`src/hw/rvviPkg.sv`:
```
package rvviPkg;

   localparam int XLEN    = 32;
   localparam int NUM_GPR = 32;

   typedef logic [XLEN-1:0]    wordT;
   typedef logic [NUM_GPR-1:0] gprMaskT;

   //////////////////////////////
   // Cause codes
   //////////////////////////////

   // Instruction bus fault, raised outside the core
   localparam logic [5:0]  FETCH_FAULT_CAUSE = 6'd48;

   // Data bus fault NMIs
   localparam logic [10:0] NMI_LOAD_CAUSE    = 11'd1024;
   localparam logic [10:0] NMI_STORE_CAUSE   = 11'd1025;

   // External halt request
   localparam logic [2:0]  HALTREQ_DBG_CAUSE = 3'd3;

   // MSW, MTimer, MExternal and the sixteen local lines
   localparam logic [31:0] IRQ_USED_MASK     = 32'hFFFF_0888;

   //////////////////////////////
   // Net snapshot
   //////////////////////////////

   typedef struct packed {
      logic [31:0] irq;
      logic [10:0] nmiCause;
      logic        haltReq;
      logic        nmi;
      logic        fetchFault;
      logic [1:0]  spare;
   } netSnapT;

endpackage

```
`src/hw/wbEventPort.sv`:
```
`timescale 1ns/1ps

module wbEventPort
   import rvviPkg::*;
#(
   parameter  int DEPTH = 4,
   localparam int CNT_W = $clog2(DEPTH + 1)
)(
   input  logic             rvvi,
   input  logic             arstN_i,
   input  logic             wbCyc_i,
   input  logic             wbStb_i,
   input  logic             wbWe_i,
   input  logic [1:0]       wbAdr_i,
   input  wordT             wbDat_i,
   input  netSnapT          head_i,
   input  logic             empty_i,
   input  logic [CNT_W-1:0] count_i,
   output logic             wbAck_o,
   output wordT             wbDat_o,
   output logic             pop_o
);

   localparam logic [1:0] ADR_IRQ    = 2'd0;
   localparam logic [1:0] ADR_STATUS = 2'd1;
   localparam logic [1:0] ADR_POP    = 2'd2;

   logic    req;
   netSnapT head;
   wordT    rdData;

   // New access only while ack is low
   assign req  = wbCyc_i && wbStb_i && !wbAck_o;
   assign head = empty_i ? '0 : head_i;

   //////////////////////////////
   // Read decode
   //////////////////////////////

   // Status: cause [10:0], halt 11, nmi 12, fault 13, empty 14, count from 15
   always_comb begin
      rdData = '0;
      if (!wbWe_i) begin
         case (wbAdr_i)
            ADR_IRQ: rdData = head.irq;
            ADR_STATUS: begin
               rdData[10:0]        = head.nmiCause;
               rdData[11]          = head.haltReq;
               rdData[12]          = head.nmi;
               rdData[13]          = head.fetchFault;
               rdData[14]          = empty_i;
               rdData[15 +: CNT_W] = count_i;
            end
            default: rdData = '0;
         endcase
      end
   end

   always_ff @(posedge rvvi or negedge arstN_i) begin
      if (!arstN_i) begin
         wbAck_o <= 1'b0;
         pop_o   <= 1'b0;
      end else begin
         wbAck_o <= req;
         pop_o   <= req && wbWe_i && (wbAdr_i == ADR_POP);
      end
   end

   always_ff @(posedge rvvi) begin
      if (req) begin
         wbDat_o <= rdData;
      end
   end

   // A classic host keeps the strobe up until ack
   stbHeldToAck: assert property (@(posedge rvvi) disable iff (!arstN_i)
      req |=> (wbCyc_i && wbStb_i));

endmodule

```
`config.mk`:
```
export PLATFORM = sky130hd
export DESIGN_NAME = wbEventPort
export DESIGN_NICKNAME = d
export VERILOG_FILES = /design/src/hw/rvviPkg.sv /design/src/hw/wbEventPort.sv
export SDC_FILE = /design/constraint.sdc
export NUM_CORES = 1
export LEC_CHECK = 0
export ABC_AREA = 1
export BUFFER_PORTS_ARGS = -buffer_cell sky130_fd_sc_hd__buf_2
export CORE_MARGIN = 5
export CORE_UTILIZATION = 41
export CTS_CLUSTER_DIAMETER = 40
export DETAILED_ROUTE_END_ITERATION = 8
export GPL_TIMING_DRIVEN = 1
export PLACE_DENSITY = 0.84
export SYNTH_ARGS = -nofsm -noshare
export SYNTH_HDL_FRONTEND = slang
export SYNTH_SLANG_ARGS = --single-unit
export TNS_END_PERCENT = 1
```
`constraint.sdc`:
```
create_clock -name rvvi -period 4.09 [get_ports rvvi]
set_input_delay 0 -clock rvvi [delete_from_list [all_inputs] [get_ports rvvi]]
set_output_delay 0 -clock rvvi [all_outputs]
set_load 0.05 [all_outputs]
```
==> flow_summary.toml <==
[sta]
setup_tns_ns = 0
fmax_ghz = 0.546
period_share_pct = 44.8
maxSlewViolCount = 0
rsz0062_at_grt = "false"
finalHoldViolCount = 0
clock_skew_ns = 0.00472
finalSetupViolCount = 0
maxSlewHeadroom_pct = 63.4
fin_crit_ns = 1.83
timing.hold.ws_ns = 0.00818
worst_pin_slew_ns = 0.548

[die]
die_w_um = 71.0
rows = 22
die_h_um = 71.0
ioPinCount = 125
initial_core_util_pct = 42.0
dieArea_mm2 = 0.00504
coreArea_mm2 = 0.00363

[synthesis]
synthFlopType = "edfxtp_1"
syn_nets = 232
async_flop_share_pct = 5.88
yosys_warnings = 0
synth.distinct_cells = 14
synth_top_area_cell = "edfxtp_1"
synth_enable_flop_cells = 32
ys_ff_latch = 34
synth_top_area_share_pct = 63.0
syn-instance-count = 141
ys_seq_area_share_pct = 66.3
netlist_top_cells_count = "39 x nand2_1, 32 x edfxtp_1, 21 x inv_1"
avgSynthCellArea_um2 = 10.8
post-synth-top-count-cell = "nand2_1"
synth_area_mm2 = 0.00153
synthTopCellsByArea = "edfxtp_1 63%, nand2_1 9.6%, inv_1 5.2%, nor2_2 4.1%, dfrtp_1 3.3%"

[cts]
post_cts_buffers = 0
cts.path.max_buffers = 2
cts_tree = "done"
clock_sinks = 34
numCtsBuffers = 5
clk_pin_slew_ns = 0.07
ctsHtreeMaxLevel = 2
clockRootBuffer = "clkbuf_8"
clk_latency_ns = 0.28

[critical_path]
reg2reg_depth = 4
worst_ep_required_time_ns = 4.31
r2r-end = "pop_o"
critPathCaptureType = "flop"
critPathArrivalTime_ns = 2.05
reg2reg_from = "wbAck_o"
worst-setup-path-type = "reg -> reg"
r2r_slack_ns = 2.26
path_max_fanout = 2
startpoint_type = "flop"

[routing]
drtIter0Drc = 67
via_count = 1378
post_drt_wl_per_cell_um = 12.6
via_per_inst = 4.50
ant_nets = 0
drt_pass1_iterations = 4
routed_wirelength_um = 3870
drcViolationCount = 0

[cells_and_area]
n_antenna_cell = 0
layout.nets = 348
final_cells = 306
final_util_pct = 64.0
drive_above_1_share_pct = 44.2
areaGrowthSynthToFinish_pct = 52.6

[placed_design]
gp_congestion = 0.755
io_buffers = 90
dp_hpwl_um = 2710
dp_cells = 278

[job]
cap_viol_max_count = 0

[hold_path]
worstHoldStart = "head_i[14]"
min_path_type = "in -> reg"
holdPathEnd = "wbDat_o[9]"
hold_depth = 3

[power_and_ir_drop]
power.density_mw_per_mm2 = 362
ir_worst_vdd_uv = 197
p_leak_nw = 1.14

[grt]
grt_pass1_wl_um = 5980
antenna_found_initial = 0
grt_use_total_pct = 15.5
grt-ovfl-total = 0
grt_max_degree = 20
grt_pass1_vias = 1335

[status]
status = "completed"
-- through the flow --
| step | cell area (µm²) | total power [mW] | setup WS [ns] |
|---|---|---|---|
| floorplan | 1530 | 0.496 | 2.25 |
| global placement | 2020 | 0.543 | 2.42 |
| detailed placement | 2020 | 0.545 | 2.42 |
| CTS | 2330 | 0.852 | 2.30 |
| global route | 2330 | 0.874 | 2.22 |
| finish | 2330 | 0.843 | 2.26 |
-- sequential cells by signal, indices dropped and copies added (netlist names) --
signal,count
wbAck_o,1
pop_o,1
wbDat_o,32
-- worst max-delay path: stages, from the launching register on --
cell and delay, ns:
dfrtp_1 0.37, nand3b_1 0.17, dlygate4sd3_1 0.57, nor2_1 0.10, dlygate4sd3_1 0.56
-- cell usage in the layout, fill, tap and decap left out --
| cell type | Yosys | final |
|---|---|---|
| nand3b_1 | 1 | 1 |
| nor2_1 | 9 | 9 |
| nor2_2 | 10 | 10 |
| nand2_4 | 2 | 2 |
| inv_2 | 2 | 2 |
| buf_2 | 0 | 90 |
| a21oi_1 | 9 | 9 |
| dlygate4sd3_1 | 0 | 20 |
| nor2_4 | 2 | 2 |
| nand3_1 | 9 | 9 |
| nand2_1 | 39 | 39 |
| edfxtp_1 | 32 | 32 |
| nor2_8 | 1 | 1 |
| buf_4 | 0 | 1 |
| clkbuf_1 | 0 | 2 |
| clkbuf_8 | 0 | 5 |
| dfrtp_1 | 2 | 2 |
| inv_1 | 21 | 21 |
| bufinv_16 | 0 | 1 |
-- layout make-up --
class / instances / area (µm²)
Fill cell: 323 / 1310
Sequential cell: 34 / 1010
Timing Repair Buffer: 111 / 658
Multi-Input combinational cell: 82 / 405
Inverter: 23 / 86.3
Clock buffer: 7 / 76.3
Tap cell: 48 / 60.1
Clock inverter: 1 / 30.0
-- layer usage --
metal	global-route usage [%]	vias to the layer above	part of all wire (%)
met5	0	-	0
met4	7.52	0	2.1
met3	3.55	7	8.0
met2	29.4	57	55
met1	15.7	633	35
li1	-	681	-
-- power breakdown --
| part | switching, mW | internal, mW |
|---|---|---|
| logic | 0.100 | 0.0485 |
| clock network | 0.111 | 0.182 |
| registers | 0.00407 | 0.397 |
| total | 0.215 | 0.628 |
-- worst max-delay path by stage --
stage | start | endpoint | slack [ns] | depth (start not counted)
global route | wbAck_o | pop_o | 2.22 | 4
detailed placement | wbAck_o | wbDat_o[12] | 2.42 | 3
global placement | wbAck_o | wbDat_o[20] | 2.42 | 3
finish | wbAck_o | pop_o | 2.26 | 4
CTS | wbAck_o | pop_o | 2.30 | 4
floorplan | wbAck_o | wbDat_o[0] | 2.25 | 2
-- kinds of logic after synthesis --
group / count (synthesis) / share of synthesized area, %
buffers and inverters: 25 / 7.14
AND/OR/NAND/NOR: 73 / 23.6
AO/OA/AOI/OAI: 9 / 2.95
flip-flops: 34 / 66.3
-- what timing repair did --
action,CTS,global route
setup endpoints to repair,0,0
gates resized for setup,0,0
hold endpoints to repair,12,0
hold buffers,20,0
No activity file was read; power rests on OpenSTA's default activity.
