===== src/hw/rvviPkg.sv =====
package rvviPkg;

   localparam int XLEN    = 32;
   localparam int NUM_GPR = 32;

   typedef logic [XLEN-1:0]    wordT;
   typedef logic [NUM_GPR-1:0] gprMaskT;

   //////////////////////////////
   // Cause codes
   //////////////////////////////

   // Instruction bus fault, raised outside the core
   localparam logic [5:0]  FETCH_FAULT_CAUSE = 6'd48;

   // Data bus fault NMIs
   localparam logic [10:0] NMI_LOAD_CAUSE    = 11'd1024;
   localparam logic [10:0] NMI_STORE_CAUSE   = 11'd1025;

   // External halt request
   localparam logic [2:0]  HALTREQ_DBG_CAUSE = 3'd3;

   // MSW, MTimer, MExternal and the sixteen local lines
   localparam logic [31:0] IRQ_USED_MASK     = 32'hFFFF_0888;

   //////////////////////////////
   // Net snapshot
   //////////////////////////////

   typedef struct packed {
      logic [31:0] irq;
      logic [10:0] nmiCause;
      logic        haltReq;
      logic        nmi;
      logic        fetchFault;
      logic [1:0]  spare;
   } netSnapT;

endpackage


===== src/hw/snapshotFifo.sv =====
`timescale 1ns/1ps

module snapshotFifo
   import rvviPkg::*;
#(
   parameter  int DEPTH = 4,
   localparam int CNT_W = $clog2(DEPTH + 1)
)(
   input  logic             rvvi,
   input  logic             arstN_i,
   input  logic             push_i,
   input  netSnapT          data_i,
   input  logic             pop_i,
   output logic             ready_o,
   output netSnapT          head_o,
   output logic             empty_o,
   output logic [CNT_W-1:0] count_o
);

   localparam int PTR_W = (DEPTH > 1) ? $clog2(DEPTH) : 1;

   netSnapT          mem [DEPTH];
   logic [PTR_W-1:0] wrPtr;
   logic [PTR_W-1:0] rdPtr;
   logic [CNT_W-1:0] count;
   logic             wrEn;
   logic             rdEn;

   // Wrap at DEPTH so any depth works
   function automatic logic [PTR_W-1:0] nextPtr(input logic [PTR_W-1:0] ptr);
      return (ptr == PTR_W'(DEPTH - 1)) ? '0 : ptr + 1'b1;
   endfunction

   assign ready_o = (count != CNT_W'(DEPTH));
   assign empty_o = (count == '0);
   assign count_o = count;
   assign head_o  = mem[rdPtr];
   assign wrEn    = push_i && ready_o;
   assign rdEn    = pop_i && !empty_o;

   always_ff @(posedge rvvi) begin
      if (wrEn) begin
         mem[wrPtr] <= data_i;
      end
   end

   always_ff @(posedge rvvi or negedge arstN_i) begin
      if (!arstN_i) begin
         wrPtr <= '0;
         rdPtr <= '0;
         count <= '0;
      end else begin
         if (wrEn) begin
            wrPtr <= nextPtr(wrPtr);
         end
         if (rdEn) begin
            rdPtr <= nextPtr(rdPtr);
         end
         case ({wrEn, rdEn})
            2'b10:   count <= count + 1'b1;
            2'b01:   count <= count - 1'b1;
            default: count <= count;
         endcase
      end
   end

   // Occupancy never passes the depth
   countInRange: assert property (@(posedge rvvi) disable iff (!arstN_i)
      count <= CNT_W'(DEPTH));

endmodule


===== config.mk =====
export PLATFORM = sky130hd
export DESIGN_NAME = snapshotFifo
export DESIGN_NICKNAME = d
export VERILOG_FILES = /design/src/hw/rvviPkg.sv /design/src/hw/snapshotFifo.sv
export SDC_FILE = /design/constraint.sdc
export NUM_CORES = 1
export LEC_CHECK = 0
export BUFFER_PORTS_ARGS = -buffer_cell sky130_fd_sc_hd__buf_2
export CELL_PAD_IN_SITES_DETAIL_PLACEMENT = 0
export CELL_PAD_IN_SITES_GLOBAL_PLACEMENT = 2
export CORE_ASPECT_RATIO = 0.6
export CORE_MARGIN = 3
export CORE_UTILIZATION = 25
export CTS_BUF_LIST = sky130_fd_sc_hd__clkbuf_2
export DETAILED_ROUTE_END_ITERATION = 7
export PLACE_DENSITY_LB_ADDON = 0.25
export SLEW_MARGIN = 20
export SYNTH_ARGS = -nofsm -noshare
export SYNTH_HDL_FRONTEND = slang
export SYNTH_SLANG_ARGS = --single-unit

===== constraint.sdc =====
create_clock -name rvvi -period 2.1 [get_ports rvvi]
set_clock_uncertainty 0.1 [all_clocks]
set_input_delay 0.315 -clock rvvi [delete_from_list [all_inputs] [get_ports rvvi]]
set_output_delay 0.315 -clock rvvi [all_outputs]
set_load 0.005 [all_outputs]

==> summary.md, run 1 <==
| Metric | Value |
|---|---|
| RSZ-0062 raised after global routing | yes |
| First-pass GRT wire length | 23.5 mm |
| Post-route ant nets | 0 |
| Setup violations, final | 51 |
| Violated checks | setup timing |
| Crit start category | flop |
| Initial Utilization | 0.261 |
| Pwr dens | 1240 mW/mm^2 |
| Syn avg cell area | 25.3 um^2 |
| ANT cells | 0 |
| M1 GR Usage | 0.137 |
| TritonCTS clock tree | done |
| PortBufs | 104 |
| Final net count | 557 |
| Largest net degree at the start of global routing | 51 |
| Vias in the first global route | 3,932 |
| Max Freq | 0.360 GHz |
| Routed wire length | 16.1 mm |
| CTS max path bufs | 2 |
| Synth warn | 0 |
| Post-route worst setup slack | -0.674 ns |
| CTS Root Cell | clkbuf_2 |
| Die footprint | 0.0316 mm^2 |
| DR DRC count | 0 |
| Design Area, Final | 0.00970 mm^2 |
| Status | complete, but fails checks |
| CP arrival | 2.36 ns |
| I/O pins | 105 |
| Via count | 3,652 |
| Critical path fanouts, max | 8 |
| Synth area leader | edfxtp_1 |
| CTS Sinks | 199 |
| Layout cells sized above 1 | 0.436 |
| WS Path Type | flop to output pin |
| RePlAce Congestion | 0.631 |
| Most frequent cells in the layout | edfxtp_1, buf_2, dlygate4sd3_1, mux4_2, clkbuf_2 |
| Area share of the leading cell type in the synthesized netlist | 0.784 |
| Detail Placement HPWL | 9.09 mm |
| First DRT Iteration DRCs | 171 |
| Synth unique cells | 21 |
| Setup TNS | -30.12 ns |
| Met2 usage in global routing | 0.163 |
| Initial antenna violation count | 0 |
| Worst hold path type | input pin to flop |
| Footprint of the multi-input gates | 0.00136 mm^2 |
| Die height | 139 um |
| Total of max-cap violations | 0 |
| Total CTS buffers | 17 |
| Seq cells post-synth | 199 |
| Layout area overhead | 31.8% |
| Skew-Pair Late Insertion Delay | 0.82 ns |
| Seq. cell area | 0.00595 mm^2 |
| Post-DP Area | 0.00851 mm^2 |
| DRT Pass-1 Iters | 4 |
| Synth Cell Area | 0.00736 mm^2 |
| Core footprint | 0.0282 mm^2 |
| Largest cells by area after synthesis | edfxtp_1, mux4_2, dfrtp_1 |
| Post-Syn Nets | 350 |
| DR vias/cell | 4.18 |
| Clk slew on worst S/H paths | 0.29 ns |
| Leakage | 3.38 nW |
| Post-Syn Instances | 291 |
| Worst setup EP type | output pin |
| Setup Slack @ Placement | -0.0162 ns |
| Fin crit share | 1.32 |
| Gr busiest metal | met2 |
| Count of pins over their slew limit | 0 |
| Slew margin rel. | 0.641 |
| Seq/Total Area, Yosys | 0.807 |
| Die W | 227 um |
| Met3 GRT Util | 0.0305 |
| Peak VDD IR | 0.560 mV |
| Most common cell after layout, fill and taps aside | edfxtp_1 |
| Overflow after GRT | 0 |
| Wire per inst | 18.5 um |
| Hold Violations, Final | 0 |
| Final core occ | 0.344 |
| Rows | 47 |
| H-tree Lvls | 4 |
| Pin slew with the least headroom to its limit | 0.538 ns |
| Post-layout total power | 12.0 mW |
| CP required | 1.68 ns |
| Filler cells | 2,697 |
| Total Routing Usage GR | 0.104 |
| Min Tclk post-route | 2.77 ns |
per-layer routing:
layer	part of all wire	up-vias
met3	0.048	17
met5	0	-
met2	0.48	84
met4	0.015	0
li1	-	1637
met1	0.46	1914
power breakdown:
part | total (mW) | switching (mW) | internal [mW] | leakage (nW)
clock network | 2.11 | 1.23 | 0.877 | 0.161
registers | 5.43 | 0.185 | 5.24 | 1.84
logic | 4.48 | 2.11 | 2.38 | 1.38
total | 12.0 | 3.52 | 8.49 | 3.38
synth_stat cells, drive strengths merged:
| master | number |
|---|---|
| nor2 | 3 |
| mux2i | 1 |
| ha | 6 |
| and2 | 1 |
| mux2 | 4 |
| fa | 1 |
| nor3 | 1 |
| xnor2 | 1 |
| clkbuf | 1 |
| edfxtp | 192 |
| inv | 7 |
| xor2 | 2 |
| or3b | 1 |
| buf | 10 |
| dfrtp | 7 |
| mux4 | 48 |
| nand2b | 1 |
| and3 | 4 |
flip-flops by register name, indices dropped and copies added, names as in the netlist:
signal	cells
count_o	3
wrPtr	2
mem	192
rdPtr	2
path summary, 6_finish.rpt:
check                                start         end  slack, ns  cells after the start
max in group asynchronous          arstN_i    rdPtr[0]       1.35                      3
worst max register to register  count_o[0]  count_o[2]      -0.03                      9
worst min register to register  count_o[2]  count_o[2]       0.50                      2
worst min-delay path            data_i[28]  mem[1][28]       0.15                      2
worst max-delay path              rdPtr[0]  head_o[42]      -0.67                      4
min in group asynchronous          arstN_i    rdPtr[0]       0.29                      3
stage by stage:
stage,cells,hold WS [ns]
floorplan,291,-0.0806
global placement,767,0.0580
detailed placement,767,0.0590
CTS,868,0.000290
global route,874,0.0285
finish,874,0.150
final cells by class:
class,count,area share
Clock buffer,18,0.00929
Clock inverter,10,0.0186
Inverter,7,0.00271
Multi-Input combinational cell,74,0.141
Sequential cell,199,0.613
Tap cell,367,0.0473
Timing Repair Buffer,199,0.168
critical path: stages (launching register included):
cell	delay (ns)
dfrtp_4	0.49
buf_12	0.17
buf_8	0.17
mux4_2	0.54
buf_2	0.15
what timing repair did:
action | 4_1_cts | 5_1_grt
hold endpoints to repair | 215 | 0
pin swaps | 5 | 1
setup endpoints to repair | 54 | 51
setup buffers | 4 | 3
gates resized for setup | 10 | 8
hold buffers | 69 | 0
gates cloned | 0 | 3
cells by family after synthesis:
family	count (synthesis)	share of synthesized area
XOR/XNOR	3	0.00357
buffers and inverters	18	0.0107
flip-flops	199	0.807
adder cells (fa/ha/maj)	7	0.0129
AND/OR/NAND/NOR	11	0.00986
multiplexers	53	0.155
No activity file was read; power rests on OpenSTA's default activity.
==> inputs of run 2 (changes only) <==
--- a/config.mk
+++ b/config.mk
@@ -8,7 +8,6 @@
 export BUFFER_PORTS_ARGS = -buffer_cell sky130_fd_sc_hd__buf_2
 export CELL_PAD_IN_SITES_DETAIL_PLACEMENT = 0
 export CELL_PAD_IN_SITES_GLOBAL_PLACEMENT = 2
-export CORE_ASPECT_RATIO = 0.6
 export CORE_MARGIN = 3
 export CORE_UTILIZATION = 25
 export CTS_BUF_LIST = sky130_fd_sc_hd__clkbuf_2
==> run 2 against run 1 <==
Net effect: the flow still finishes with violations (setup timing); largest cell class unchanged; worst hold slack improved by 0.063 ns; fmax grew 5.9%; setup slack gained 0.16 ns; largest power group unchanged; power shrank 3.2%.
==> summary.md, run 2 (synthesized netlist as in run 1, its figures left out) <==
| Metric | Value |
|---|---|
| Seq. cell area | 0.00595 mm^2 (unchanged) |
| Die footprint | 0.0315 mm^2 (-0.22%) |
| Fin crit share | 1.25 (-0.0739) |
| WS Path Type | flop to output pin |
| Detail Placement HPWL | 9.17 mm (+0.89%) |
| Total of max-cap violations | 0 (unchanged) |
| Wire per inst | 17.7 um (-4.2%) |
| Initial Utilization | 0.255 (-0.00570) |
| Setup TNS | -23.26 ns (+6.86 ns) |
| CP arrival | 2.20 ns (-0.16 ns) |
| Post-route insts no fill | 885 (+1.3%) |
| Status | complete, but fails checks |
| Initial antenna violation count | 1 (+1) |
| Largest Register | mem |
| Clk slew on worst S/H paths | 0.32 ns (+0.03 ns) |
| Via count | 3,614 (-1.0%) |
| Most frequent cells in the layout | edfxtp_1, buf_2, dlygate4sd3_1, mux4_2, clkbuf_2 |
| Peak VDD IR | 0.574 mV (+2.4%) |
| Final net count | 548 (-1.6%) |
| Post-DP Area | 0.00859 mm^2 (+0.90%) |
| Min Tclk post-route | 2.62 ns (-0.155 ns) |
| CP peak stage delay | 0.51 ns (-0.03 ns) |
| Die height | 178 um (+28%) |
| PortBufs | 104 (unchanged) |
| Skew-Pair Late Insertion Delay | 0.70 ns (-0.12 ns) |
| Die W | 178 um (-22%) |
| Design Area, Final | 0.00958 mm^2 (-1.3%) |
| Total CTS buffers | 17 (unchanged) |
| RSZ-0062 raised after global routing | yes |
| Layout cells sized above 1 | 0.466 (+0.0301) |
| Most common cell after layout, fill and taps aside | edfxtp_1 |
| Overflow after GRT | 0 (unchanged) |
| Total Routing Usage GR | 0.102 (-0.00219) |
| DR vias/cell | 4.08 (-2.3%) |
| Placed Instances | 788 (+2.7%) |
| First-pass GRT wire length | 23.7 mm (+0.85%) |
| Post-route ant nets | 0 (unchanged) |
| CTS Root Cell | clkbuf_2 |
| Footprint of the multi-input gates | 0.00136 mm^2 (unchanged) |
| Rows | 62 (+32%) |
| TritonCTS clock tree | done |
| CP required | 1.68 ns (about the same) |
| CP cell instances | buf_12 > clkbuf_16 > mux4_2 > buf_6 |
| Max reg flops | 192 (unchanged) |
| Delay-heaviest family, CP | flip-flops |
| CTS Sinks | 199 (unchanged) |
| Violated checks | setup timing |
| Core footprint | 0.0289 mm^2 (+2.2%) |
| RePlAce Congestion | 0.634 (+0.52%) |
| Hold Violations, Final | 0 (unchanged) |
| Routed wire length | 15.7 mm (-3.0%) |
| DR DRC count | 0 (unchanged) |
| Worst setup EP type | output pin |
| Post-route worst setup slack | -0.519 ns (+0.155 ns) |
| CTS max path bufs | 2 (unchanged) |
| Filler cells | 2,790 (+3.4%) |
| First DRT Iteration DRCs | 183 (+7.0%) |
| H-tree Lvls | 4 (unchanged) |
| Buffers & Inverters on Critical Path | 3 (unchanged) |
| Count of pins over their slew limit | 0 (unchanged) |
| Pwr dens | 1210 mW/mm^2 (-2.0%) |
| Critical path fanouts, max | 7 (-1) |
| Max Freq | 0.382 GHz (+5.9%) |
| Worst hold path type | input pin to flop |
| Setup violations, final | 50 (-2.0%) |
| Vias in the first global route | 3,982 (+1.3%) |
| Largest net degree at the start of global routing | 41 (-20%) |
| Layout area overhead | 30.2% |
| Slew margin rel. | 0.731 (+0.0897) |
| I/O pins | 105 (unchanged) |
| Crit start category | flop |
| Leakage | 3.31 nW (-2.1%) |
| Post-layout total power | 11.6 mW (-3.2%) |
| Pin slew with the least headroom to its limit | 0.403 ns (-0.135 ns) |
| DRT Pass-1 Iters | 4 (unchanged) |
| Crit-path slowest cell | dfrtp_4 |
## run 2: final timing paths
check / startpoint / endpoint / slack, ns / cells past startpoint
max in group asynchronous: arstN_i / rdPtr[0] / 1.22 / 3
max: rdPtr[0] / head_o[42] / -0.52 / 4
max reg2reg: count_o[0] / count_o[2] / -0.13 / 10
min reg2reg: count_o[2] / count_o[2] / 0.51 / 2
min in group asynchronous: arstN_i / count_o[1] / 0.41 / 3
min: data_i[29] / mem[0][29] / 0.21 / 2
## run 2: worst register-to-register path, stage by stage (launching register included)
cell,delay (ns)
dfrtp_1,0.45
or3b_4,0.41
buf_6,0.12
and2_4,0.13
inv_4,0.05
ha_4,0.13
inv_2,0.03
fa_2,0.32
xor2_1,0.14
nor2_1,0.14
xor2_1,0.16
## run 2: final cells by class
type                            count  area share
Sequential cell                   199       0.621
Multi-Input combinational cell     74       0.142
Inverter                            7     0.00301
Clock inverter                     13      0.0129
Clock buffer                       17     0.00889
Tap cell                          384      0.0502
Antenna cell                        1    0.000261
Timing Repair Buffer              190       0.161
## run 2: metrics by stage
step | utilization | hold slack [ns] | setup WS, ns
2_1_floorplan | - | -0.0806 | -0.00573
3_3_place_gp | 0.298 | 0.0561 | 0.0224
3_5_place_dp | 0.298 | 0.0613 | -0.00267
4_1_cts | 0.329 | 0.104 | -0.679
5_1_grt | 0.332 | 0.0714 | -0.719
6_report | 0.332 | 0.213 | -0.519
## run 2: layer usage
| metal | track usage | up-vias | share of wire |
|---|---|---|---|
| met5 | 0 | - | 0 |
| met4 | 0.0275 | 0 | 0.0083 |
| met3 | 0.0246 | 10 | 0.033 |
| met2 | 0.171 | 67 | 0.51 |
| met1 | 0.133 | 1918 | 0.45 |
| li1 | - | 1619 | - |
## run 2: repair_timing
action,in CTS,in global routing
hold buffers,52,0
pin swaps,6,1
gates resized for setup,12,12
buffers inserted,11,3
setup endpoints to repair,51,53
endpoints found under the hold margin,205,0
gates cloned,1,1
## run 2: power breakdown
part           total (mW)  internal [mW]  switching (mW)
Clock                1.70          0.339            1.36
Combinational        4.50           2.45            2.06
Sequential           5.43           5.24           0.191
