[src/hw/rvviPkg.sv]
package rvviPkg;

   localparam int XLEN    = 32;
   localparam int NUM_GPR = 32;

   typedef logic [XLEN-1:0]    wordT;
   typedef logic [NUM_GPR-1:0] gprMaskT;

   //////////////////////////////
   // Cause codes
   //////////////////////////////

   // Instruction bus fault, raised outside the core
   localparam logic [5:0]  FETCH_FAULT_CAUSE = 6'd48;

   // Data bus fault NMIs
   localparam logic [10:0] NMI_LOAD_CAUSE    = 11'd1024;
   localparam logic [10:0] NMI_STORE_CAUSE   = 11'd1025;

   // External halt request
   localparam logic [2:0]  HALTREQ_DBG_CAUSE = 3'd3;

   // MSW, MTimer, MExternal and the sixteen local lines
   localparam logic [31:0] IRQ_USED_MASK     = 32'hFFFF_0888;

   //////////////////////////////
   // Net snapshot
   //////////////////////////////

   typedef struct packed {
      logic [31:0] irq;
      logic [10:0] nmiCause;
      logic        haltReq;
      logic        nmi;
      logic        fetchFault;
      logic [1:0]  spare;
   } netSnapT;

endpackage

[src/hw/csrMerge.sv]
`timescale 1ns/1ps

module csrMerge
   import rvviPkg::*;
#(
   parameter int NUM_CSR = 8
)(
   input  logic               rvvi,
   input  logic               arstN_i,
   input  logic               rvfiValid_i,
   input  wordT [NUM_CSR-1:0] csrWdata_i,
   input  wordT [NUM_CSR-1:0] csrRdata_i,
   input  wordT [NUM_CSR-1:0] csrWmask_i,
   output wordT [NUM_CSR-1:0] csr_o,
   output logic [NUM_CSR-1:0] csrWb_o
);

   wordT [NUM_CSR-1:0] merged;

   // Written bits from wdata, the rest from rdata
   always_comb begin
      for (int i = 0; i < NUM_CSR; i++) begin
         merged[i] = (csrWdata_i[i] & csrWmask_i[i]) | (csrRdata_i[i] & ~csrWmask_i[i]);
      end
   end

   always_ff @(posedge rvvi or negedge arstN_i) begin
      if (!arstN_i) begin
         csr_o   <= '0;
         csrWb_o <= '0;
      end else begin
         csr_o <= merged;
         for (int i = 0; i < NUM_CSR; i++) begin
            // A change wins over a retirement in the same cycle
            if (merged[i] != csr_o[i]) begin
               csrWb_o[i] <= 1'b1;
            end else if (rvfiValid_i) begin
               csrWb_o[i] <= 1'b0;
            end
         end
      end
   end

endmodule

[config.mk]
export PLATFORM = sky130hd
export DESIGN_NAME = csrMerge
export DESIGN_NICKNAME = d
export VERILOG_FILES = /design/src/hw/rvviPkg.sv /design/src/hw/csrMerge.sv
export SDC_FILE = /design/constraint.sdc
export NUM_CORES = 1
export LEC_CHECK = 0
export ABC_AREA = 1
export BUFFER_PORTS_ARGS = -buffer_cell sky130_fd_sc_hd__buf_2
export CAP_MARGIN = 10
export CORE_AREA = 2 2 407 409
export CTS_CLUSTER_DIAMETER = 100
export DETAILED_ROUTE_END_ITERATION = 10
export DIE_AREA = 0 0 409 411
export GPL_ROUTABILITY_DRIVEN = 0
export GPL_TIMING_DRIVEN = 0
export PLACE_DENSITY = 0.38
export SYNTH_ARGS = -nofsm -noshare
export SYNTH_HDL_FRONTEND = slang
export SYNTH_SLANG_ARGS = --single-unit
[constraint.sdc]
create_clock -name rvvi -period 1 [get_ports rvvi]
set_input_delay 0.3 -clock rvvi [delete_from_list [all_inputs] [get_ports rvvi]]
set_output_delay 0.3 -clock rvvi [all_outputs]
set_load 0.005 [all_outputs]
==> results of run 1 <==
## worst register-to-register path, cell delays in order (launching register included)
cell and delay, ns:
dfrtp_1 0.39, o211ai_1 0.10, nand2_1 0.14, nor2_4 0.37, nand2_2 0.14, nor2_4 0.24
nand3_2 0.09
## timing repair
action	4_1_cts	5_1_grt
pin swaps	25	32
hold buffers	225	1
setup endpoints to repair	272	274
buffers inserted	129	28
resized for setup	274	47
endpoints found under the hold margin	298	82
## synth_stat cells, types with 2 or more instances
library cell  number  area [µm²]
nand3b_1          58         435
xor2_1            35         307
o21ai_0           39         195
o21ai_2           35         307
o211ai_1          16         120
nor3_2             3        30.0
xnor2_1            2        17.5
nand2_1          952        3570
o21ai_1           55         275
inv_1            496        1860
and2_1            10        62.6
a21oi_1            7        35.0
dfrtp_1          264        6610
nand2_2           44         275
nand3_1          134         671
nand4_1           16         100
nor2_1           131         492
## where the power goes
group,leakage [nW],switching (W),total [W],internal [W]
Clock,0.545,0.00553,0.0128,0.00732
Sequential,3.12,0.000592,0.0121,0.0115
Combinational,12.5,0.00547,0.0104,0.00491
Total,16.2,0.0116,0.0353,0.0237
## registers in the layout, summed over array words and instances (netlist names)
register / count
csrWb_o: 8
csr_o: 256
## per-layer routing
layer  wire, µm  GRT usage, %
met1      44200          14.7
met4       1880          2.70
met3       6060          2.21
met5          0             0
met2      51000          20.5
## logic make-up after synthesis
logic type      Yosys count  share of synthesized area [%]
simple gates           1351                           36.8
buf+inv                 496                           12.1
xor+xnor                 37                           2.11
flops                   264                           43.0
compound gates          152                           6.06
## final cells by class
cell class | instances | area, µm²
antenna | 8 | 20.0
timing repair buffer | 1418 | 9460
clock inverter | 7 | 42.5
tap | 2189 | 2740
sequential | 264 | 6610
clock buffer | 54 | 1060
multi-input combinational | 1540 | 7260
fill | 18800 | 135000
inverter | 496 | 1860
## metrics by stage
stage,cells,power [W]
after floorplan,2300,0.0152
after global placement,5523,0.0204
after detailed placement,5526,0.0204
after CTS,5941,0.0360
after global routing,5973,0.0375
final,5976,0.0353
## cell usage in the layout, fill, tap and decap left out, types with 16 or more instances in the layout
master           n
buf_4          150
dlygate4sd3_1  226
o21ai_2         35
nand4_1         16
buf_6          121
clkbuf_16       39
inv_1          496
o211ai_1        16
dfrtp_1        258
nand3_1        116
nor2_1         101
buf_2          916
nand3_2         17
nand2_2         62
o21ai_1         56
nand2_1        932
nand3b_1        58
o21ai_0         38
nor2_2          17
xor2_1          31
## how the worst max path moves through the flow
| stage | start | end | slack (ns) |
|---|---|---|---|
| after floorplan | csrRdata_i[61] | csrWb_o[1]$_DFFE_PN0P_ | -0.06 |
| after global placement | arstN_i | csr_o[138]$_DFF_PN0_ | -6.53 |
| after detailed placement | csrWmask_i[152] | csrWb_o[4]$_DFFE_PN0P_ | -1.64 |
| after CTS | csr_o[152]$_DFF_PN0_ | csrWb_o[4]$_DFFE_PN0P_ | -0.62 |
| after global routing | csr_o[152]$_DFF_PN0_ | csrWb_o[4]$_DFFE_PN0P_ | -0.63 |
| final | csr_o[152]$_DFF_PN0_ | csrWb_o[4]$_DFFE_PN0P_ | -0.59 |
==> reports/results.tsv, run 1 <==
metric	value	unit
synth-main-ff-cell	dfrtp_1	
endpoint_kind	flip-flop	
area_delta_synth_final	88.9	%
syn-num-nets	3071	
worst_slew_pin_slew	0.673	ns
setup_viol	272	
fin_nets	4528	
final_cell_area	29100	µm²
worst-r2r-setup-slack	-0.59	ns
drt_iter0_drc	1067	
relSlewSlack	55.1	%
fp.dieH	411	µm
vias	19500	
cp_cell_sequence	o211ai_1 > nand2_1 > nor2_4 > nand2_2 > nor2_4 > nand3_2	
io_buffers	1034	
antenna_found_initial	16	
power_density	1220	nW/µm²
critPathMaxFanout	3	
crit_buf_inv	0	
hold_path_class	primary input to async pin	
crit_cells	6	
synth_seq_cells	264	
grt_max_degree	94	
cts_buffer_depth	3	
cts_tree	done	
rr_endpoint	csrWb_o[4]$_DFFE_PN0P_	
core_region_area	164000	µm²
wirelength	103	mm
dr.pass1.iters	6	
yosysWarnings	0	
io_pins	1035	
rows	149	
worstPathArrival	2.04	ns
path_class	flip-flop to flip-flop	
worst_slack	-0.594	ns
clock-root-buffer	clkbuf_16	
numCtsBuffers	37	
grt_pass1_vias	19300	
hold_viol	80	
routedWlPerCell	17.3	µm
cp-start-kind	flip-flop	
grt_overflow	0	
groute.usage.overall	11.7	%
h-tree-depth	2	
r2r_start	csr_o[152]$_DFF_PN0_	
fin_skew	0.0149	ns
fin_crit_sh	159	%
cap_violations	0	
synth_area_per_cell	6.69	µm²
dp_hpwl	88.5	mm
avgViaCountPerCell	3.27	
grt_pass1_wl	139	mm
final_antenna_net_count	0	
initial_core_util	9.39	%
reg2reg_depth	6	
period_needed	1.59	ns
clkSlewWorstSetupHoldPaths	0.06	ns
cts.sinks	264	
yosysUniqueCellTypes	20	
violations	negative hold slack, negative setup slack	
drc	0	
dieArea	168000	µm²
rsz0062_at_grt	yes	
insertion_delay	0.57	ns
cp.required	1.45	ns
slew_violations	0	
finalSetupTns	-109.04	ns
clock.fmax	628	MHz
ys_async_sr_fraction	100	%
ir_drop	0.898	mV
postLayoutCoreUtil	17.7	%
cpPeakStageDelay	0.39	ns
netlist_area	15400	µm²
placed_area	23400	µm²
final_layout_size_suffix_gt1_share	37.1	%
crit_slowest_cell	dfrtp_1	
synth_cells	2300	
synth_edf_count	0	
pre_cts_ws	-1.64	ns
status	finished, violations left	
die_x	409	µm
holdWs	-0.350	ns
crit_family	simple AND/OR/NAND/NOR gates	
cpMostUsedCell	nor2_4	
yosysSeqAreaShare	43.0	%
leakage	16.2	nW
(Power assumes the default switching activity.)
==> run 2, diff against run 1 <==
--- a/config.mk
+++ b/config.mk
@@ -15,6 +15,7 @@
 export GPL_ROUTABILITY_DRIVEN = 0
 export GPL_TIMING_DRIVEN = 0
 export PLACE_DENSITY = 0.38
+export SETUP_SLACK_MARGIN = 0.15
 export SYNTH_ARGS = -nofsm -noshare
 export SYNTH_HDL_FRONTEND = slang
 export SYNTH_SLANG_ARGS = --single-unit
==> run 2 against run 1 <==
The run still ends with negative hold slack, negative setup slack left; first-iteration DRC count is essentially flat; largest cell class unchanged; largest power group unchanged; sequential power is essentially flat; highest routed layer unchanged; non-clock buffer count grew 1; sequential share of layout area is essentially flat; hold slack is essentially flat.
==> reports/results.tsv, run 2 (synthesis gave the netlist of run 1 again) <==
metric	value	unit
final_common_cell	nand2_1	
finalPower	0.0353	W
dr.pass1.iters	5	
worst_slack	-0.582	ns
die_x	409	µm
critPathMaxFanout	3	
slew_violations	0	
hold_viol	80	
violations	negative hold slack, negative setup slack	
leakage	16.2	nW
cts_buffer_depth	3	
setup_viol	272	
cts.sinks	264	
worstPathArrival	2.03	ns
r2r_start	csr_o[152]$_DFF_PN0_	
fin_nets	4529	
io_buffers	1034	
cts_tree	done	
relSlewSlack	47.7	%
drc	0	
groute.usage.overall	11.7	%
holdWs	-0.350	ns
fp.dieH	411	µm
layout_common_cells	nand2_1 (934), buf_2 (916), inv_1 (496), dfrtp_1 (258), dlygate4sd3_1 (225)	
area_delta_synth_final	88.9	%
biggestRegsByFlops	csr_o: 256 flops, csrWb_o: 8 flops	
numCtsBuffers	37	
pre_cts_ws	-1.64	ns
wirelength	103	mm
rsz0062_at_grt	yes	
rows	149	
cp-start-kind	flip-flop	
vias	19400	
h-tree-depth	2	
endpoint_kind	flip-flop	
drt_iter0_drc	1066	
wl_met1	43.5	mm
fin_skew	0.0138	ns
status	finished, violations left	
hold_path_class	primary input to async pin	
power_density	1220	nW/µm²
period_needed	1.58	ns
wl_met2	50.9	mm
wl_met3	6.73	mm
final_antenna_net_count	0	
initial_core_util	9.39	%
grt_pass1_vias	19300	
antenna_found_initial	16	
regMostFlops	csr_o	
ir_drop	0.899	mV
insertion_delay	0.57	ns
top_layer	met4	
dp_hpwl	88.5	mm
io_pins	1035	
worst_slew_pin_slew	0.779	ns
core_region_area	164000	µm²
avgViaCountPerCell	3.25	
largest_reg_flops	256	
clkSlewWorstSetupHoldPaths	0.06	ns
cp.required	1.45	ns
path_class	flip-flop to flip-flop	
grt_pass1_wl	139	mm
grt_overflow	0	
dieArea	168000	µm²
clock.fmax	632	MHz
grt_max_degree	94	
clock-root-buffer	clkbuf_16	
final_layout_size_suffix_gt1_share	37.0	%
cap_violations	0	
fin_crit_sh	158	%
startpoint	csr_o[152]$_DFF_PN0_	
routedWlPerCell	17.3	µm
==> run 2: cell count changes in the layout (fill, tap and decap cells not counted), sizes merged <==
cell	change
buf	+2
diode	-1
dlygate4sd3	-1
==> run 2: what timing repair did <==
item / CTS / global route
resized for setup: 274 / 43
hold buffers: 224 / 1
pin swaps: 25 / 28
endpoints found under the hold margin: 298 / 82
buffers inserted: 129 / 28
setup endpoints to repair: 272 / 431
==> run 2: power breakdown <==
| group | leakage [nW] | switching, W | internal [W] | total [W] |
|---|---|---|---|---|
| Clock | 0.545 | 0.00553 | 0.00732 | 0.0128 |
| Sequential | 3.12 | 0.000595 | 0.0115 | 0.0121 |
| Combinational | 12.5 | 0.00547 | 0.00492 | 0.0104 |
==> run 2: layout make-up <==
| cell class | count | area (µm²) |
|---|---|---|
| timing repair buffer | 1419 | 9470 |
| inverter | 496 | 1860 |
| sequential | 264 | 6610 |
| antenna | 7 | 17.5 |
| clock buffer | 54 | 1060 |
| multi-input combinational | 1540 | 7250 |
| clock inverter | 7 | 42.5 |
| tap | 2189 | 2740 |
| fill | 18800 | 135000 |
==> run 2: path summary, 6_finish.rpt <==
kind,endpoint,cells past startpoint,slack (ns)
max in group asynchronous,csr_o[145]$_DFF_PN0_,2,0.26
max reg2reg,csrWb_o[4]$_DFFE_PN0P_,6,-0.58
max,csrWb_o[4]$_DFFE_PN0P_,6,-0.58
min in group rvvi,csr_o[138]$_DFF_PN0_,3,0.04
min,csr_o[117]$_DFF_PN0_,1,-0.35
min reg2reg,csrWb_o[5]$_DFFE_PN0P_,6,0.71
==> run 2: critical path: stages, from the launching register on <==
cell and delay, ns:
dfrtp_1 0.39, o211ai_1 0.09, nand2_1 0.14, nor2_4 0.37, nand2_2 0.12, nor2_4 0.24, nand3_2 0.08
==> run 2: per-stage QoR <==
step                      utilization (%)  instances  hold slack [ns]  cell area [µm²]  TNS (ns)
after floorplan                         -       2300          0.00441            15400    -0.194
after global placement               14.2       5523            0.519            23300  -1694.69
after CTS                            17.5       5940           -0.291            28600   -128.11
after global routing                 17.7       5974           -0.359            29000   -128.45
after detailed placement             14.3       5526            0.371            23400    -87.89
final                                17.7       5976           -0.350            29000   -109.14
==> run 2: per-layer routing <==
metal  track usage (%)  vias to the layer above
met1              14.7                     8911
met3              2.21                       77
met4              2.70                        0
met5                 0                        -
met2              20.4                      647
li1                  -                     9803
==> run 3, diff against run 2 <==
--- a/config.mk
+++ b/config.mk
@@ -8,13 +8,15 @@
 export ABC_AREA = 1
 export BUFFER_PORTS_ARGS = -buffer_cell sky130_fd_sc_hd__buf_2
 export CAP_MARGIN = 10
-export CORE_AREA = 2 2 407 409
+export CELL_PAD_IN_SITES_DETAIL_PLACEMENT = 1
+export CELL_PAD_IN_SITES_GLOBAL_PLACEMENT = 1
+export CORE_AREA = 2 2 402 404
 export CTS_CLUSTER_DIAMETER = 100
 export DETAILED_ROUTE_END_ITERATION = 10
-export DIE_AREA = 0 0 409 411
+export DIE_AREA = 0 0 404 406
 export GPL_ROUTABILITY_DRIVEN = 0
 export GPL_TIMING_DRIVEN = 0
-export PLACE_DENSITY = 0.38
+export PLACE_DENSITY = 0.47
 export SETUP_SLACK_MARGIN = 0.15
 export SYNTH_ARGS = -nofsm -noshare
 export SYNTH_HDL_FRONTEND = slang
==> run 3 against run 2 <==
The run still ends with negative hold slack, negative setup slack left; die area down 2.4%; global-route usage rose by 0.32 points; cell area up 1.6%; largest power group unchanged.
==> reports/results.tsv, run 3 (synthesis gave the netlist of run 1 again) <==
metric	value	unit
finalSetupTns	-111.37	ns
endpoint_kind	flip-flop	
clock-root-buffer	clkbuf_16	
routedWlPerCell	17.4	µm
largest_reg_flops	256	
power_density	1270	nW/µm²
n_fill_cell	19800	
cp-start-kind	flip-flop	
numCtsBuffers	41	
cpPeakStageDelay	0.47	ns
drt_iter0_drc	743	
antenna_found_initial	20	
dp_hpwl	85.6	mm
insertion_delay	0.58	ns
regMostFlops	csr_o	
grt_pass1_vias	21100	
initial_core_util	9.63	%
drc	0	
worst_slack	-0.512	ns
slew_violations	0	
leakage	16.5	nW
finalPower	0.0375	W
vias	19900	
crit_slowest_cell	dfrtp_2	
io_buffers	1034	
critPathMaxFanout	3	
cpMostUsedCell	nor2_4	
hold_path_class	primary input to async pin	
final_layout_size_suffix_gt1_share	38.2	%
status	finished, violations left	
dr.pass1.iters	5	
grt_max_degree	95	
holdWs	-0.319	ns
biggestRegsByFlops	csr_o: 256 flops, csrWb_o: 8 flops	
violations	negative hold slack, negative setup slack	
path_class	flip-flop to flip-flop	
rows	147	
relSlewSlack	54.9	%
ir_drop	0.911	mV
wirelength	103	mm
core_region_area	160000	µm²
cts_tree	done	
groute.usage.overall	12.0	%
rsz0062_at_grt	yes	
final_common_cell	buf_2	
fin_crit_sh	151	%
dieArea	164000	µm²
layout_common_cells	buf_2 (945), nand2_1 (926), inv_1 (488), dfrtp_1 (248), dlygate4sd3_1 (244)	
area_delta_synth_final	91.9	%
seqCellArea	6630	µm²
worstPathArrival	1.94	ns
die_x	404	µm
holdBufCountCts	245	
worst_slew_pin_slew	0.676	ns
grt_pass1_wl	142	mm
grt_overflow	0	
setup_viol	272	
clkSlewWorstSetupHoldPaths	0.06	ns
hold_viol	88	
cp_cell_sequence	nand3_1 > nand2_1 > inv_1 > nand2_2 > nor2_4 > nand2_4 > nor2_4 > nand3_4	
avgViaCountPerCell	3.35	
io_pins	1035	
h-tree-depth	2	
fp.dieH	406	µm
cts.sinks	264	
fin_nets	4583	
period_needed	1.51	ns
clock.fmax	661	MHz
multi_input_area	7280	µm²
fin_skew	0.0140	ns
cap_violations	0	
final_antenna_net_count	0	
cp.required	1.43	ns
cts_buffer_depth	3	
## run 3: cell types whose count changed in the layout (fill, tap and decap cells not counted), moves of 9 or more
cell / previous run / this run
buf_2: 916 / 945
buf_4: 151 / 176
buf_6: 122 / 98
dlygate4sd3_1: 225 / 244
dfrtp_1: 258 / 248
dfrtp_2: 6 / 16
clkbuf_8: 3 / 12
## run 3: final cells by class
type | instances | share of cell area [%]
timing repair buffer | 1469 | 33.0
multi-input combinational | 1540 | 24.7
sequential | 264 | 22.4
tap | 2086 | 8.84
inverter | 496 | 6.35
clock buffer | 62 | 4.29
clock inverter | 12 | 0.343
antenna | 13 | 0.110
## run 3: worst max-delay path, delay by kind of cell, from the launching register on
family | cells | cell delay (ns)
buffers and inverters | 1 | 0.06
DFF | 1 | 0.47
and+or+nand+nor | 7 | 0.82
## run 3: repair_timing
| action | 4_1_cts | 5_1_grt |
|---|---|---|
| hold endpoints to repair | 328 | 89 |
| cloned | 0 | 1 |
| gates resized for setup | 215 | 46 |
| setup buffers | 154 | 33 |
| pin swaps | 36 | 48 |
| endpoints found under the setup margin | 352 | 306 |
## run 3: report_power, final
| group | internal [W] | total, W | switching, W | leakage (nW) |
|---|---|---|---|---|
| clock network | 0.00900 | 0.0151 | 0.00611 | 0.676 |
| logic | 0.00499 | 0.0103 | 0.00533 | 12.8 |
| registers | 0.0115 | 0.0121 | 0.000617 | 3.11 |
| total | 0.0255 | 0.0375 | 0.0121 | 16.5 |
## run 3: per-layer routing
| metal | vias up | wire length [µm] | part of all wire (%) | track usage, % |
|---|---|---|---|---|
| met2 | 579 | 51900 | 50 | 21.2 |
| li1 | 9942 | - | - | - |
| met3 | 98 | 6970 | 6.7 | 3.39 |
| met1 | 9302 | 41700 | 40 | 13.9 |
| met4 | 10 | 2920 | 2.8 | 3.82 |
| met5 | - | 72 | 0.070 | 0 |
## run 3: metrics by stage
step,util [%],setup slack [ns],area [µm²],instances
after floorplan,-,-0.0565,15400,2300
after global placement,14.5,-6.89,23200,5420
after detailed placement,14.6,-1.80,23200,5422
after CTS,18.2,-0.598,29100,5895
after global routing,18.5,-0.599,29500,5939
final,18.5,-0.512,29500,5942
## run 3: path summary, 6_finish.rpt
kind,from,end,slack (ns),cells past startpoint
worst min-delay path,arstN_i,csr_o[12]$_DFF_PN0_,-0.32,1
max in group asynchronous,arstN_i,csr_o[81]$_DFF_PN0_,0.31,2
worst max register to register,csr_o[159]$_DFF_PN0_,csrWb_o[4]$_DFFE_PN0P_,-0.51,8
worst max-delay path,csr_o[159]$_DFF_PN0_,csrWb_o[4]$_DFFE_PN0P_,-0.51,8
worst min register to register,csr_o[0]$_DFF_PN0_,csrWb_o[0]$_DFFE_PN0P_,0.73,5
min in group rvvi,csrWdata_i[77],csr_o[77]$_DFF_PN0_,-0.01,3
